## config.mk

```make
export PLATFORM = sky130hd
export DESIGN_NAME = if_stage_top
export DESIGN_NICKNAME = d
export VERILOG_FILES = /design/src/design/if_pkg.sv /design/src/design/if_csr_regs.sv /design/src/design/if_pc_select.sv /design/src/design/if_fetch_buffer.sv /design/src/design/if_id_pipe.sv /design/src/design/if_stage_top.sv
export VERILOG_INCLUDE_DIRS = /design/src /design/src/design
export SDC_FILE = /design/constraint.sdc
export NUM_CORES = 1
export LEC_CHECK = 0
export BUFFER_PORTS_ARGS = -buffer_cell sky130_fd_sc_hd__buf_2
export CAP_MARGIN = 30
export CELL_PAD_IN_SITES_DETAIL_PLACEMENT = 0
export CELL_PAD_IN_SITES_GLOBAL_PLACEMENT = 2
export CORE_ASPECT_RATIO = 1.1
export CORE_UTILIZATION = 42
export CTS_BUF_LIST = sky130_fd_sc_hd__clkbuf_4 sky130_fd_sc_hd__clkbuf_8
export DETAILED_ROUTE_END_ITERATION = 8
export GPL_ROUTABILITY_DRIVEN = 1
export HOLD_SLACK_MARGIN = 0.15
export PLACE_DENSITY = 0.95
export SETUP_SLACK_MARGIN = 0.1
export SYNTH_ARGS = -nofsm -noshare
export SYNTH_HDL_FRONTEND = slang
export SYNTH_SLANG_ARGS = --single-unit
```

## constraint.sdc

```tcl
create_clock -name clk_i -period 13.2 [get_ports clk_i]
set_clock_uncertainty 0.05 [all_clocks]
set_input_delay 2.64 -clock clk_i [delete_from_list [all_inputs] [get_ports clk_i]]
set_output_delay 2.64 -clock clk_i [all_outputs]
set_load 0.02 [all_outputs]
```

## src/design/if_settings.svh

```systemverilog
/*
  widths, fixed addresses, fetch queue depth and register offsets
  shared by the instruction fetch stage
*/
`ifndef IF_SETTINGS_SVH
`define IF_SETTINGS_SVH

// datapath widths
`define IF_ADDR_W          32
`define IF_INSTR_W         32

// boot entry sits this far above the boot base
`define IF_BOOT_OFFSET     32'h0000_0080
// debug module entry points
`define IF_DM_HALT_ADDR    32'h1A11_0800
`define IF_DM_EXC_ADDR     32'h1A11_0808

// fetch queue depth, 2 or more
`define IF_FIFO_DEPTH      2

// AXI4-Lite register offsets
`define IF_REG_BOOT        4'h0
`define IF_REG_MTVEC       4'h4
`define IF_REG_MEPC        4'h8
`define IF_REG_DEPC        4'hC

`define IF_RESET_BOOT_BASE 32'h0000_0000

`endif

```

## src/design/if_pkg.sv

```systemverilog
/*
  fetch stage types: address, instruction word, interrupt cause,
  next-PC and exception target selects, AXI response code
*/
`include "if_settings.svh"

package if_pkg;

  // instruction address and fetched word
  typedef logic [`IF_ADDR_W-1:0]  addr_t;
  typedef logic [`IF_INSTR_W-1:0] instr_t;

  // interrupt number used for vectored entry
  typedef logic [4:0] irq_cause_t;

  // source of the next fetch address
  typedef enum logic [2:0] {
    PC_BOOT = 3'd0,
    PC_JUMP = 3'd1,
    PC_EXC  = 3'd2,
    PC_ERET = 3'd3,
    PC_DRET = 3'd4
  } pc_sel_e;

  // exception target
  typedef enum logic [1:0] {
    EXC_PC_EXC     = 2'd0,
    EXC_PC_IRQ     = 2'd1,
    EXC_PC_DBD     = 2'd2,
    EXC_PC_DBG_EXC = 2'd3
  } exc_pc_sel_e;

  // AXI response code, only OKAY is ever returned
  typedef logic [1:0] axi_resp_t;
  localparam axi_resp_t AXI_RESP_OKAY = 2'b00;

endpackage

```

## src/design/if_csr_regs.sv

```systemverilog
/*
  AXI4-Lite register block with boot base, trap vector base,
  exception return PC and debug return PC
*/
`include "if_settings.svh"

module if_csr_regs (
  input  logic              clk_i,
  input  logic              rst_ni,
  // AXI4-Lite slave
  input  if_pkg::addr_t     s_axi_awaddr_i,
  input  logic              s_axi_awvalid_i,
  output logic              s_axi_awready_o,
  input  if_pkg::addr_t     s_axi_wdata_i,
  input  logic              s_axi_wvalid_i,
  output logic              s_axi_wready_o,
  output if_pkg::axi_resp_t s_axi_bresp_o,
  output logic              s_axi_bvalid_o,
  input  logic              s_axi_bready_i,
  input  if_pkg::addr_t     s_axi_araddr_i,
  input  logic              s_axi_arvalid_i,
  output logic              s_axi_arready_o,
  output if_pkg::addr_t     s_axi_rdata_o,
  output if_pkg::axi_resp_t s_axi_rresp_o,
  output logic              s_axi_rvalid_o,
  input  logic              s_axi_rready_i,
  // fetch side
  input  logic              boot_redirect_i,
  output if_pkg::addr_t     boot_base_o,
  output if_pkg::addr_t     mtvec_o,
  output if_pkg::addr_t     mepc_o,
  output if_pkg::addr_t     depc_o
);
  import if_pkg::*;

  addr_t      boot_base_q, mtvec_q, mepc_q, depc_q;
  addr_t      rdata_q, rd_data;
  logic       bvalid_q, rvalid_q;
  logic       wr_en, rd_en;
  logic [3:0] wr_off, rd_off;

  ////////////////////
  // handshakes
  ////////////////////

  // address and data are taken together, once the last response is gone
  assign wr_en           = s_axi_awvalid_i & s_axi_wvalid_i & ~bvalid_q;
  assign s_axi_awready_o = wr_en;
  assign s_axi_wready_o  = wr_en;
  // one read in flight at a time
  assign s_axi_arready_o = ~rvalid_q;
  assign rd_en           = s_axi_arvalid_i & ~rvalid_q;

  // word offsets only
  assign wr_off = {s_axi_awaddr_i[3:2], 2'b00};
  assign rd_off = {s_axi_araddr_i[3:2], 2'b00};

  ////////////////////
  // registers
  ////////////////////

  always_ff @(posedge clk_i or negedge rst_ni) begin
    if (!rst_ni) begin
      boot_base_q <= `IF_RESET_BOOT_BASE;
      mtvec_q     <= `IF_RESET_BOOT_BASE;
      mepc_q      <= '0;
      depc_q      <= '0;
    end else begin
      if (wr_en) begin
        case (wr_off)
          // boot and mtvec are 256 byte aligned
          `IF_REG_BOOT:  boot_base_q <= {s_axi_wdata_i[`IF_ADDR_W-1:8], 8'h00};
          `IF_REG_MTVEC: mtvec_q     <= {s_axi_wdata_i[`IF_ADDR_W-1:8], 8'h00};
          `IF_REG_MEPC:  mepc_q      <= s_axi_wdata_i;
          default:       depc_q      <= s_axi_wdata_i;
        endcase
      end
      // boot redirect reloads the trap vector, wins over a same-cycle write
      if (boot_redirect_i) begin
        mtvec_q <= boot_base_q;
      end
    end
  end

  // read mux
  always_comb begin
    case (rd_off)
      `IF_REG_BOOT:  rd_data = boot_base_q;
      `IF_REG_MTVEC: rd_data = mtvec_q;
      `IF_REG_MEPC:  rd_data = mepc_q;
      default:       rd_data = depc_q;
    endcase
  end

  always_ff @(posedge clk_i) begin
    if (rd_en) begin
      rdata_q <= rd_data;
    end
  end

  ////////////////////
  // responses
  ////////////////////

  always_ff @(posedge clk_i or negedge rst_ni) begin
    if (!rst_ni) begin
      bvalid_q <= 1'b0;
      rvalid_q <= 1'b0;
    end else begin
      // held until the master takes it
      if (wr_en) begin
        bvalid_q <= 1'b1;
      end else if (s_axi_bready_i) begin
        bvalid_q <= 1'b0;
      end
      if (rd_en) begin
        rvalid_q <= 1'b1;
      end else if (s_axi_rready_i) begin
        rvalid_q <= 1'b0;
      end
    end
  end

  assign s_axi_bvalid_o = bvalid_q;
  assign s_axi_bresp_o  = AXI_RESP_OKAY;
  assign s_axi_rvalid_o = rvalid_q;
  assign s_axi_rdata_o  = rdata_q;
  assign s_axi_rresp_o  = AXI_RESP_OKAY;

  assign boot_base_o = boot_base_q;
  assign mtvec_o     = mtvec_q;
  assign mepc_o      = mepc_q;
  assign depc_o      = depc_q;

endmodule

```

## src/design/if_pc_select.sv

```systemverilog
/*
  exception target computation and next fetch address mux
*/
`include "if_settings.svh"

module if_pc_select (
  input  logic                pc_set_i,
  input  if_pkg::pc_sel_e     pc_mux_i,
  input  if_pkg::exc_pc_sel_e exc_pc_mux_i,
  input  if_pkg::irq_cause_t  exc_cause_i,
  input  if_pkg::addr_t       branch_target_i,
  input  if_pkg::addr_t       boot_base_i,
  input  if_pkg::addr_t       mtvec_i,
  input  if_pkg::addr_t       mepc_i,
  input  if_pkg::addr_t       depc_i,
  output if_pkg::addr_t       fetch_addr_n_o,
  output logic                boot_redirect_o
);
  import if_pkg::*;

  addr_t exc_pc;
  addr_t boot_pc;

  // boot entry point
  assign boot_pc = boot_base_i + addr_t'(`IF_BOOT_OFFSET);

  always_comb begin : exc_pc_mux
    case (exc_pc_mux_i)
      EXC_PC_EXC:     exc_pc = mtvec_i;
      // vectored, one word per interrupt line
      EXC_PC_IRQ:     exc_pc = mtvec_i + addr_t'({exc_cause_i, 2'b00});
      EXC_PC_DBD:     exc_pc = addr_t'(`IF_DM_HALT_ADDR);
      EXC_PC_DBG_EXC: exc_pc = addr_t'(`IF_DM_EXC_ADDR);
      default:        exc_pc = mtvec_i;
    endcase
  end

  always_comb begin : fetch_addr_mux
    case (pc_mux_i)
      PC_BOOT: fetch_addr_n_o = boot_pc;
      PC_JUMP: fetch_addr_n_o = branch_target_i;
      PC_EXC:  fetch_addr_n_o = exc_pc;
      // return from trap or debug
      PC_ERET: fetch_addr_n_o = mepc_i;
      PC_DRET: fetch_addr_n_o = depc_i;
      default: fetch_addr_n_o = boot_pc;
    endcase
  end

  // trap vector follows the boot base on a boot redirect
  assign boot_redirect_o = pc_set_i & (pc_mux_i == PC_BOOT);

endmodule

```

## src/design/if_fetch_buffer.sv

```systemverilog
/*
  instruction bus request engine with an in-order response queue,
  discards stale responses after a redirect
*/
`include "if_settings.svh"

module if_fetch_buffer #(
  parameter int unsigned depth = `IF_FIFO_DEPTH
) (
  input  logic           clk_i,
  input  logic           rst_ni,
  input  logic           req_i,
  input  logic           branch_i,
  input  if_pkg::addr_t  branch_addr_i,
  // queue head towards IF/ID
  input  logic           fetch_ready_i,
  output logic           fetch_valid_o,
  output if_pkg::instr_t fetch_rdata_o,
  output if_pkg::addr_t  fetch_addr_o,
  output logic           fetch_err_o,
  // instruction bus
  output logic           instr_req_o,
  output if_pkg::addr_t  instr_addr_o,
  input  logic           instr_gnt_i,
  input  logic           instr_rvalid_i,
  input  if_pkg::instr_t instr_rdata_i,
  input  logic           instr_err_i,
  output logic           busy_o
);
  import if_pkg::*;

  localparam int unsigned ptr_w = $clog2(depth);
  localparam int unsigned cnt_w = $clog2(depth + 1);
  localparam logic [cnt_w:0] max_inflight = (cnt_w + 1)'(depth);

  logic [cnt_w-1:0] out_cnt_q, out_cnt_d, disc_cnt_q, disc_cnt_d;
  logic [cnt_w-1:0] fifo_cnt_q, fifo_cnt_d;
  logic [cnt_w:0]   in_flight;
  logic [ptr_w-1:0] rd_ptr_q, rd_ptr_d, wr_ptr_q, wr_ptr_d;
  addr_t            fetch_addr_q, fetch_addr_d, resp_addr_q, resp_addr_d;
  addr_t            branch_addr_al;
  logic             gnt, drop, push, pop;

  // queue storage
  instr_t           rdata_mem [depth];
  addr_t            addr_mem  [depth];
  logic [depth-1:0] err_mem;

  // wraps for any depth, not only powers of two
  function automatic logic [ptr_w-1:0] ptr_inc(input logic [ptr_w-1:0] ptr);
    return (ptr == ptr_w'(depth - 1)) ? '0 : ptr + 1'b1;
  endfunction

  ////////////////////
  // bus side
  ////////////////////

  assign branch_addr_al = {branch_addr_i[`IF_ADDR_W-1:2], 2'b00};

  // outstanding plus queued never exceeds the queue depth
  assign in_flight    = {1'b0, out_cnt_q} + {1'b0, fifo_cnt_q};
  // nothing is requested in the redirect cycle itself
  assign instr_req_o  = req_i & ~branch_i & (in_flight < max_inflight);
  assign instr_addr_o = fetch_addr_q;
  assign gnt          = instr_req_o & instr_gnt_i;

  // responses to pre-redirect requests are dropped
  assign drop = instr_rvalid_i & (disc_cnt_q != '0);
  assign push = instr_rvalid_i & ~drop & ~branch_i;

  ////////////////////
  // queue side
  ////////////////////

  assign fetch_valid_o = (fifo_cnt_q != '0);
  assign pop           = fetch_valid_o & fetch_ready_i;

  always_comb begin
    out_cnt_d    = out_cnt_q + cnt_w'(gnt) - cnt_w'(instr_rvalid_i);
    fetch_addr_d = fetch_addr_q;
    resp_addr_d  = resp_addr_q;
    disc_cnt_d   = disc_cnt_q;
    fifo_cnt_d   = fifo_cnt_q;
    rd_ptr_d     = rd_ptr_q;
    wr_ptr_d     = wr_ptr_q;
    if (branch_i) begin
      // flush the queue, whatever is still on the bus is stale
      fetch_addr_d = branch_addr_al;
      resp_addr_d  = branch_addr_al;
      disc_cnt_d   = out_cnt_d;
      fifo_cnt_d   = '0;
      rd_ptr_d     = '0;
      wr_ptr_d     = '0;
    end else begin
      if (gnt) begin
        fetch_addr_d = fetch_addr_q + addr_t'(4);
      end
      if (drop) begin
        disc_cnt_d = disc_cnt_q - cnt_w'(1);
      end
      // in-order responses, so the address just follows along
      if (push) begin
        resp_addr_d = resp_addr_q + addr_t'(4);
        wr_ptr_d    = ptr_inc(wr_ptr_q);
      end
      if (pop) begin
        rd_ptr_d = ptr_inc(rd_ptr_q);
      end
      fifo_cnt_d = fifo_cnt_q + cnt_w'(push) - cnt_w'(pop);
    end
  end

  always_ff @(posedge clk_i or negedge rst_ni) begin
    if (!rst_ni) begin
      out_cnt_q    <= '0;
      disc_cnt_q   <= '0;
      fifo_cnt_q   <= '0;
      rd_ptr_q     <= '0;
      wr_ptr_q     <= '0;
      fetch_addr_q <= '0;
      resp_addr_q  <= '0;
    end else begin
      out_cnt_q    <= out_cnt_d;
      disc_cnt_q   <= disc_cnt_d;
      fifo_cnt_q   <= fifo_cnt_d;
      rd_ptr_q     <= rd_ptr_d;
      wr_ptr_q     <= wr_ptr_d;
      fetch_addr_q <= fetch_addr_d;
      resp_addr_q  <= resp_addr_d;
    end
  end

  always_ff @(posedge clk_i) begin
    if (push) begin
      rdata_mem[wr_ptr_q] <= instr_rdata_i;
      addr_mem[wr_ptr_q]  <= resp_addr_q;
      err_mem[wr_ptr_q]   <= instr_err_i;
    end
  end

  assign fetch_rdata_o = rdata_mem[rd_ptr_q];
  assign fetch_addr_o  = addr_mem[rd_ptr_q];
  assign fetch_err_o   = err_mem[rd_ptr_q];

  // still waiting on the bus
  assign busy_o = instr_req_o | (out_cnt_q != '0);

endmodule

```

## src/design/if_id_pipe.sv

```systemverilog
/*
  IF/ID pipeline register with valid and new flags
  and the sequential PC check
*/
module if_id_pipe (
  input  logic           clk_i,
  input  logic           rst_ni,
  input  logic           fetch_valid_i,
  input  if_pkg::instr_t fetch_rdata_i,
  input  if_pkg::addr_t  fetch_addr_i,
  input  logic           fetch_err_i,
  input  logic           id_in_ready_i,
  input  logic           pc_set_i,
  input  logic           instr_valid_clear_i,
  output logic           fetch_ready_o,
  output logic           instr_valid_id_o,
  output logic           instr_new_id_o,
  output if_pkg::instr_t instr_rdata_id_o,
  output logic           instr_fetch_err_o,
  output if_pkg::addr_t  pc_id_o,
  output logic           pc_mismatch_alert_o
);
  import if_pkg::*;

  logic  load;
  logic  valid_d, valid_q;
  logic  new_d, new_q;
  logic  seq_d, seq_q;
  addr_t pc_seq;

  // no skid buffer, ID ready goes straight to the queue
  assign fetch_ready_o = id_in_ready_i;
  assign load          = fetch_valid_i & fetch_ready_o;

  // a redirect in the loading cycle squashes the word
  assign valid_d = (load & ~pc_set_i) | (valid_q & ~instr_valid_clear_i);
  assign new_d   = load & ~pc_set_i;

  // sequential since the last redirect, off after reset
  assign seq_d = (seq_q | load) & ~pc_set_i;

  always_ff @(posedge clk_i or negedge rst_ni) begin
    if (!rst_ni) begin
      valid_q <= 1'b0;
      new_q   <= 1'b0;
      seq_q   <= 1'b0;
    end else begin
      valid_q <= valid_d;
      new_q   <= new_d;
      seq_q   <= seq_d;
    end
  end

  // payload, frozen while ID stalls
  always_ff @(posedge clk_i) begin
    if (load) begin
      instr_rdata_id_o  <= fetch_rdata_i;
      instr_fetch_err_o <= fetch_err_i;
      pc_id_o           <= fetch_addr_i;
    end
  end

  assign instr_valid_id_o = valid_q;
  assign instr_new_id_o   = new_q;

  // word fetch only, PC always steps by 4
  assign pc_seq = pc_id_o + addr_t'(4);
  assign pc_mismatch_alert_o = seq_q & fetch_valid_i & (fetch_addr_i != pc_seq);

endmodule

```

## src/design/if_stage_top.sv

```systemverilog
/*
  instruction fetch stage top, register block, PC selection,
  fetch buffer and IF/ID register
*/
module if_stage_top (
  input  logic                clk_i,
  input  logic                rst_ni,
  // AXI4-Lite slave
  input  if_pkg::addr_t       s_axi_awaddr_i,
  input  logic                s_axi_awvalid_i,
  output logic                s_axi_awready_o,
  input  if_pkg::addr_t       s_axi_wdata_i,
  input  logic                s_axi_wvalid_i,
  output logic                s_axi_wready_o,
  output if_pkg::axi_resp_t   s_axi_bresp_o,
  output logic                s_axi_bvalid_o,
  input  logic                s_axi_bready_i,
  input  if_pkg::addr_t       s_axi_araddr_i,
  input  logic                s_axi_arvalid_i,
  output logic                s_axi_arready_o,
  output if_pkg::addr_t       s_axi_rdata_o,
  output if_pkg::axi_resp_t   s_axi_rresp_o,
  output logic                s_axi_rvalid_o,
  input  logic                s_axi_rready_i,
  // core control
  input  logic                req_i,
  input  logic                pc_set_i,
  input  if_pkg::pc_sel_e     pc_mux_i,
  input  if_pkg::exc_pc_sel_e exc_pc_mux_i,
  input  if_pkg::irq_cause_t  exc_cause_i,
  input  if_pkg::addr_t       branch_target_i,
  input  logic                id_in_ready_i,
  input  logic                instr_valid_clear_i,
  // instruction bus
  output logic                instr_req_o,
  output if_pkg::addr_t       instr_addr_o,
  input  logic                instr_gnt_i,
  input  logic                instr_rvalid_i,
  input  if_pkg::instr_t      instr_rdata_i,
  input  logic                instr_err_i,
  // towards ID
  output logic                instr_valid_id_o,
  output logic                instr_new_id_o,
  output if_pkg::instr_t      instr_rdata_id_o,
  output logic                instr_fetch_err_o,
  output if_pkg::addr_t       pc_id_o,
  output if_pkg::addr_t       pc_if_o,
  output logic                pc_mismatch_alert_o,
  output logic                if_busy_o
);
  import if_pkg::*;

  addr_t  boot_base, mtvec, mepc, depc;
  addr_t  fetch_addr_n;
  instr_t fetch_rdata;
  logic   boot_redirect;
  logic   fetch_valid, fetch_ready, fetch_err;

  // AXI and clock ports connect by name
  if_csr_regs csr_regs_i (
    .boot_redirect_i (boot_redirect),
    .boot_base_o     (boot_base),
    .mtvec_o         (mtvec),
    .mepc_o          (mepc),
    .depc_o          (depc),
    .*
  );

  // core select inputs connect by name
  if_pc_select pc_select_i (
    .boot_base_i     (boot_base),
    .mtvec_i         (mtvec),
    .mepc_i          (mepc),
    .depc_i          (depc),
    .fetch_addr_n_o  (fetch_addr_n),
    .boot_redirect_o (boot_redirect),
    .*
  );

  // every pc_set_i restarts the fetch stream
  if_fetch_buffer fetch_buffer_i (
    .branch_i        (pc_set_i),
    .branch_addr_i   (fetch_addr_n),
    .fetch_ready_i   (fetch_ready),
    .fetch_valid_o   (fetch_valid),
    .fetch_rdata_o   (fetch_rdata),
    .fetch_addr_o    (pc_if_o),
    .fetch_err_o     (fetch_err),
    .busy_o          (if_busy_o),
    .*
  );

  // queue head address is the IF PC
  if_id_pipe id_pipe_i (
    .fetch_valid_i   (fetch_valid),
    .fetch_rdata_i   (fetch_rdata),
    .fetch_addr_i    (pc_if_o),
    .fetch_err_i     (fetch_err),
    .fetch_ready_o   (fetch_ready),
    .*
  );

endmodule

```

==> metrics.csv, run 1 <==
metric;value;unit
status;complete, no violations;
ys_seq_area_frac;0.5881;
r2r_cells;10;
grt_pass1_wl;81110;um
synthToLayoutAreaGrowth;18.08;%
avgSynthCellArea;12.54;um2
setup.worst_path.end_class;output pin;
antenna_found_initial;6;
cts-resized-gates;0;
p_per_area;166.5;nW/um2
required;10.51;ns
clock_latency;0.66;ns
cp_data_arrival_time;4.42;ns
fin_ws;6.091;ns
post_drt_via_cell_ratio;5.659;
cts-root-buf;clkbuf_8;
slew_headroom;0.2769;
hold_viol;0;
drtIter0Drc;838;
fmax;140.7;MHz
synth_ff_type;edfxtp_1;
hp-start;id_pipe_i.seq_q;
cts_tree;yes;
p_leak;9.156;nW
crit_slowest_cell;inv_1;
rsz0062_at_grt;no;
synth_edf_count;221;
io_buffer_count;286;
critPathMaxFanout;32;
ys_types;70;
dieArea;46470;um2
cts_buffers;68;
via_count;13943;
crit_chain;buf_2 -> inv_1 -> and4_1 -> or3_1 -> buf_2;
grt_max_degree;76;
cpMostUsedCell;buf_2;
clkTransAtPathRegs;0.06;ns
cts.sinks;406;
yosys_warnings;0;
path_class;input pin to output pin;
whs_path_depth;1;
start_util;0.4286;
grt_overflow;0;
drt-pass1-iter-count;5;
cts_hold_buf;0;
synth_seq_cells;406;
die_h;226.0;um
cts_buffer_depth;3;
die_width;205.6;um
r2r-end;fetch_buffer_i.instr_addr_o[30];
slew_violations;0;
tns;0;ns
min_period_over_period;0.5385;
grt_pass1_vias;13887;
setup_viol;0;
r2r-start;fetch_buffer_i.fifo_cnt_q[1];
routed_wl;53170;um
holdCritPathClass;flop to flop;
synthCells;1528;
num_rows;81;
synth_area;19160;um2
critPathMaxStageDelay;0.51;ns
r2r_setup_slack;10.36;ns
drive_gt1_frac;0.3275;
detailed_place_hpwl;36020;um
route.detailed.drc;0;
peakVddDrop;80.29;uV
io_pins;359;
finalCriticalPeriod;7.109;ns
hold_end;id_pipe_i.seq_q;
synth-async-reset-ratio;0.4557;
routedWlPerCell;21.58;um
place.gp.congestion;0.8628;
tightest_slew;1.057;ns
worstSetupStartpointType;input pin;
cts_setup_buffers;0;
coreArea;44690;um2
grtUsageTotal;0.2308;
n_fill_cell;3936;
fin_total_pwr;0.003767;W
pre_cts_ws;6.047;ns
ant_nets;0;
cts_max_level;3;
fin_nets;2020;
cap_violations;0;
[cell usage after synthesis (30+ instances only)]
| library cell | instances | area [um2] |
|---|---|---|
| o22a_1 | 30 | 262.8 |
| nor2_1 | 101 | 379.1 |
| edfxtp_1 | 221 | 6636 |
| a31oi_1 | 34 | 212.7 |
| o21ai_0 | 37 | 185.2 |
| inv_1 | 35 | 131.4 |
| a21oi_1 | 113 | 565.5 |
| mux2_2 | 143 | 1610 |
| clkbuf_1 | 40 | 150.1 |
| nand2_1 | 101 | 379.1 |
| mux2i_1 | 57 | 570.6 |
| nand3_1 | 63 | 315.3 |
| dfrtp_1 | 185 | 4629 |
[per-stage QoR]
stage                     std cells  cell area, um2  hold slack, ns  utilization
after floorplan                1537           19190          0.4063            -
after detailed placement       2338           21190          0.4346       0.4741
after global placement         2337           21180          0.4291       0.4738
after CTS                      2462           22610          0.4481       0.5060
after global routing           2462           22610          0.4667       0.5060
final                          2464           22620          0.4446       0.5061
[power breakdown]
group          leakage, nW  switching (W)  internal, W
Clock                0.765       0.000517     0.000640
Combinational         4.09       0.000487     0.000363
Sequential            4.30       0.000172      0.00159
[placed cells by master (no fill, tap or decap), types with 24 or more instances in the layout]
cell,instances
mux2_2,143
mux4_2,24
clkbuf_8,81
edfxtp_1,221
clkbuf_4,29
o22a_1,30
a21oi_1,113
nand3_1,62
xor2_1,28
nand2_1,101
dfrtp_1,184
o21ai_0,37
inv_1,34
xnor2_1,26
mux2i_1,57
a31oi_1,34
buf_2,285
nor2_1,100
[sequential cells by signal (all words and copies together), names as in the netlist, 32 cells and up]
name                        cells
csr_regs_i.depc_o              32
csr_regs_i.s_axi_rdata_o       32
fetch_buffer_i.addr_mem        60
fetch_buffer_i.rdata_mem       64
id_pipe_i.instr_rdata_id_o     32
csr_regs_i.mepc_o              32
[how the worst max path moves through the flow]
stage,endpoint,cells after the start,slack [ns],startpoint
finish,if_busy_o,5,6.09,pc_set_i
global route,if_busy_o,5,5.97,pc_set_i
CTS,if_busy_o,5,6.05,pc_set_i
detailed placement,if_busy_o,5,6.05,pc_set_i
global placement,if_busy_o,5,6.02,pc_set_i
floorplan,fetch_buffer_i.addr_mem[0][10],4,5.05,pc_set_i
[cell type report]
cell class                      count  area, um2  share of cell area
Sequential cell                   406      11270              0.4981
Multi-Input combinational cell   1005       7433              0.3286
Timing Repair Buffer              310       1628             0.07197
Tap cell                          581      726.9             0.03214
Clock buffer                      109       1319             0.05830
Antenna cell                        2      5.005           0.0002213
Clock inverter                     15      105.1            0.004647
Inverter                           36      135.1            0.005974
[critical path: cells and delay by family]
family	cells	cell delay, ns
buf+inv	3	1.17
simple gates	2	0.60
[cells by family after synthesis]
family                   share of synthesized area
flip-flops                                  0.5881
other                                    0.0001958
multiplexers                                0.1428
adder cells (fa/ha/maj)                   0.006271
buffers and inverters                      0.02887
XOR/XNOR                                   0.02828
AND/OR/NAND/NOR                             0.1008
AO/OA/AOI/OAI                               0.1046
[layer usage]
metal | track usage | wire length, um | up-vias
li1 | - | - | 6356
met1 | 0.3056 | 22620 | 6944
met2 | 0.3718 | 25440 | 551
met3 | 0.05310 | 3899 | 82
met4 | 0.07790 | 1146 | 10
met5 | 0 | 63 | -
(Power assumes the default switching activity.)
==> run 2, diff against run 1 <==
CORE_UTILIZATION = 35   (was 42)
PLACE_DENSITY = 0.87   (was 0.95)
clock period = 6.3 ns   (was 13.2 ns; I/O delays follow)
==> run 2 against run 1 <==
Compared with the run above:
- combinational power increased by 120%
- critical path depth grew 4
- design area rose by 1.5%
- global-route usage decreased by 2.9 points
- routed wire length is 6.4% higher
- clock power increased by 120%
- sequential power up 110%
- power grew 110%
- sequential share of layout area is 0.72 points lower
- flip-flop and latch count stayed put
- setup slack got worse by 4.9 ns
- register-to-register slack worse by 7.4 ns
- largest power group unchanged
- highest routed layer unchanged
==> metrics.csv, run 2 (synthesis results as in run 1) <==
metric;value;unit;change
grt_pass1_wl;84340;um;+4.0%
reg_top3;fetch_buffer_i.rdata_mem (64), fetch_buffer_i.addr_mem (60);;
drt-pass1-iter-count;9;;+4
cts-resized-gates;0;;unchanged
critPathMaxStageDelay;0.71;ns;+0.20 ns
cpMostUsedCell;nand4_1;;
antenna_found_initial;4;;-2
cts-root-buf;clkbuf_8;;
ant_nets;0;;unchanged
path_class;flop to output pin;;
dieArea;55670;um2;+20%
route.detailed.drc;0;;unchanged
detailed_place_hpwl;39080;um;+8.5%
cts_tree;yes;;
grt_overflow;0;;unchanged
cts_hold_buf;0;;unchanged
hp-start;id_pipe_i.seq_q;;
die_h;247.4;um;+9.5%
cts_buffers;73;;+7.4%
num_rows;89;;+9.9%
crit_slowest_cell;nor2_1;;
synthToLayoutAreaGrowth;19.80;%;
cts.sinks;406;;unchanged
tns;0;ns;unchanged
crit_buf_inv;1;;-2
cap_violations;0;;unchanged
n_fill_cell;5121;;+30%
clkTransAtPathRegs;0.06;ns;about the same
tightest_slew;0.9940;ns;-0.06338 ns
place.gp.congestion;0.8930;;+3.5%
cts_buffer_depth;3;;unchanged
fmax;197.0;MHz;
routedWlPerCell;21.54;um;-0.17%
r2r-start;fetch_buffer_i.fifo_cnt_q[1];;
setup.worst_path.end_class;output pin;;
die_width;225.1;um;+9.5%
grt_max_degree;91;;+20%
regMostFlops;fetch_buffer_i.rdata_mem;;
setup_viol;0;;unchanged
required;4.99;ns;-5.52 ns
clock_latency;0.66;ns;about the same
fin_nets;2033;;+0.64%
rsz0062_at_grt;no;;
holdCritPathClass;flop to flop;;
start_util;0.3554;;-0.07318
io_pins;359;;unchanged
coreArea;53900;um2;+21%
p_leak;9.221;nW;+0.71%
crit_family;simple AND/OR/NAND/NOR gates;;
peakVddDrop;163.1;uV;+100%
drive_gt1_frac;0.3275;;about the same
hold_viol;0;;unchanged
critPathMaxFanout;11;;-66%
final_area;22950;um2;+1.5%
grt_pass1_vias;13856;;-0.22%
cp_data_arrival_time;3.77;ns;-0.65 ns
cts_max_level;3;;unchanged
io_buffer_count;286;;unchanged
largest_reg_flops;64;;unchanged
min_period_over_period;0.8057;;
drtIter0Drc;1056;;+26%
grtUsageTotal;0.2014;;-0.02939
layout_commonest_cell;buf_2;;
final_cell_mix;buf_2 (285), edfxtp_1 (221), dfrtp_1 (184);;
post_drt_via_cell_ratio;5.366;;-5.2%
p_per_area;349.2;nW/um2;+110%
finalCriticalPeriod;5.076;ns;
status;complete, no violations;;
worstSetupStartpointType;flop;;
routed_wl;56570;um;+6.4%
crit_chain;ha_1 -> nand4_1 -> nor2_1 -> nand4_1 -> xnor3_1 -> nor4_1 -> nand4_1 -> o31a_1 -> buf_2;;
via_count;14091;;+1.1%
cts_setup_buffers;0;;unchanged
startpoint;id_pipe_i.pc_id_o[2];;
slew_headroom;0.3202;;+0.04335
dpl_cell_area;21460;um2;+1.3%
slew_violations;0;;unchanged
==> run 2: per-layer routing <==
metal / GRT usage / vias up / part of all wire
met5: 0 / - / 0.00051
met4: 0.07203 / 4 / 0.026
met3: 0.04534 / 94 / 0.067
met2: 0.3282 / 519 / 0.48
met1: 0.2629 / 7091 / 0.43
li1: - / 6383 / -
==> run 2: layout make-up <==
class	instances	area (um2)	share of cell area
Timing Repair Buffer	318	1709	0.07447
Inverter	36	135.1	0.005888
Antenna cell	2	5.005	0.0002181
Clock buffer	102	1266	0.05517
Tap cell	728	910.9	0.03969
Multi-Input combinational cell	1005	7438	0.3241
Sequential cell	406	11270	0.4910
Clock inverter	29	217.7	0.009486
==> run 2: worst paths after layout <==
kind | endpoint | slack (ns) | cells past startpoint
min in group asynchronous | csr_regs_i.depc_o[22] | 0.59 | 1
max in group asynchronous | csr_regs_i.mepc_o[0] | 4.14 | 2
hold / removal | id_pipe_i.seq_q | 0.44 | 1
setup reg to reg | fetch_buffer_i.instr_addr_o[26] | 2.91 | 9
setup / recovery | pc_mismatch_alert_o | 1.22 | 9
hold reg to reg | id_pipe_i.seq_q | 0.44 | 1
==> run 2: power breakdown <==
part / leakage (nW) / switching [W] / total [W] / internal (W)
sequential: 4.30 / 0.000348 / 0.00368 / 0.00333
clock: 0.793 / 0.00112 / 0.00251 / 0.00139
combinational: 4.12 / 0.00106 / 0.00183 / 0.000769
total: 9.22 / 0.00252 / 0.00801 / 0.00549
==> run 2: stage by stage <==
stage | instances | utilization | power [W] | hold slack, ns | setup slack [ns]
global route | 2625 | 0.4258 | 0.008436 | 0.4720 | 0.9579
detailed placement | 2493 | 0.3982 | 0.005552 | 0.4308 | 1.855
floorplan | 1537 | - | 0.004897 | 0.4063 | 1.457
CTS | 2624 | 0.4257 | 0.008115 | 0.4434 | 1.129
finish | 2626 | 0.4258 | 0.008015 | 0.4414 | 1.224
global placement | 2487 | 0.3968 | 0.005476 | 0.4239 | 1.867
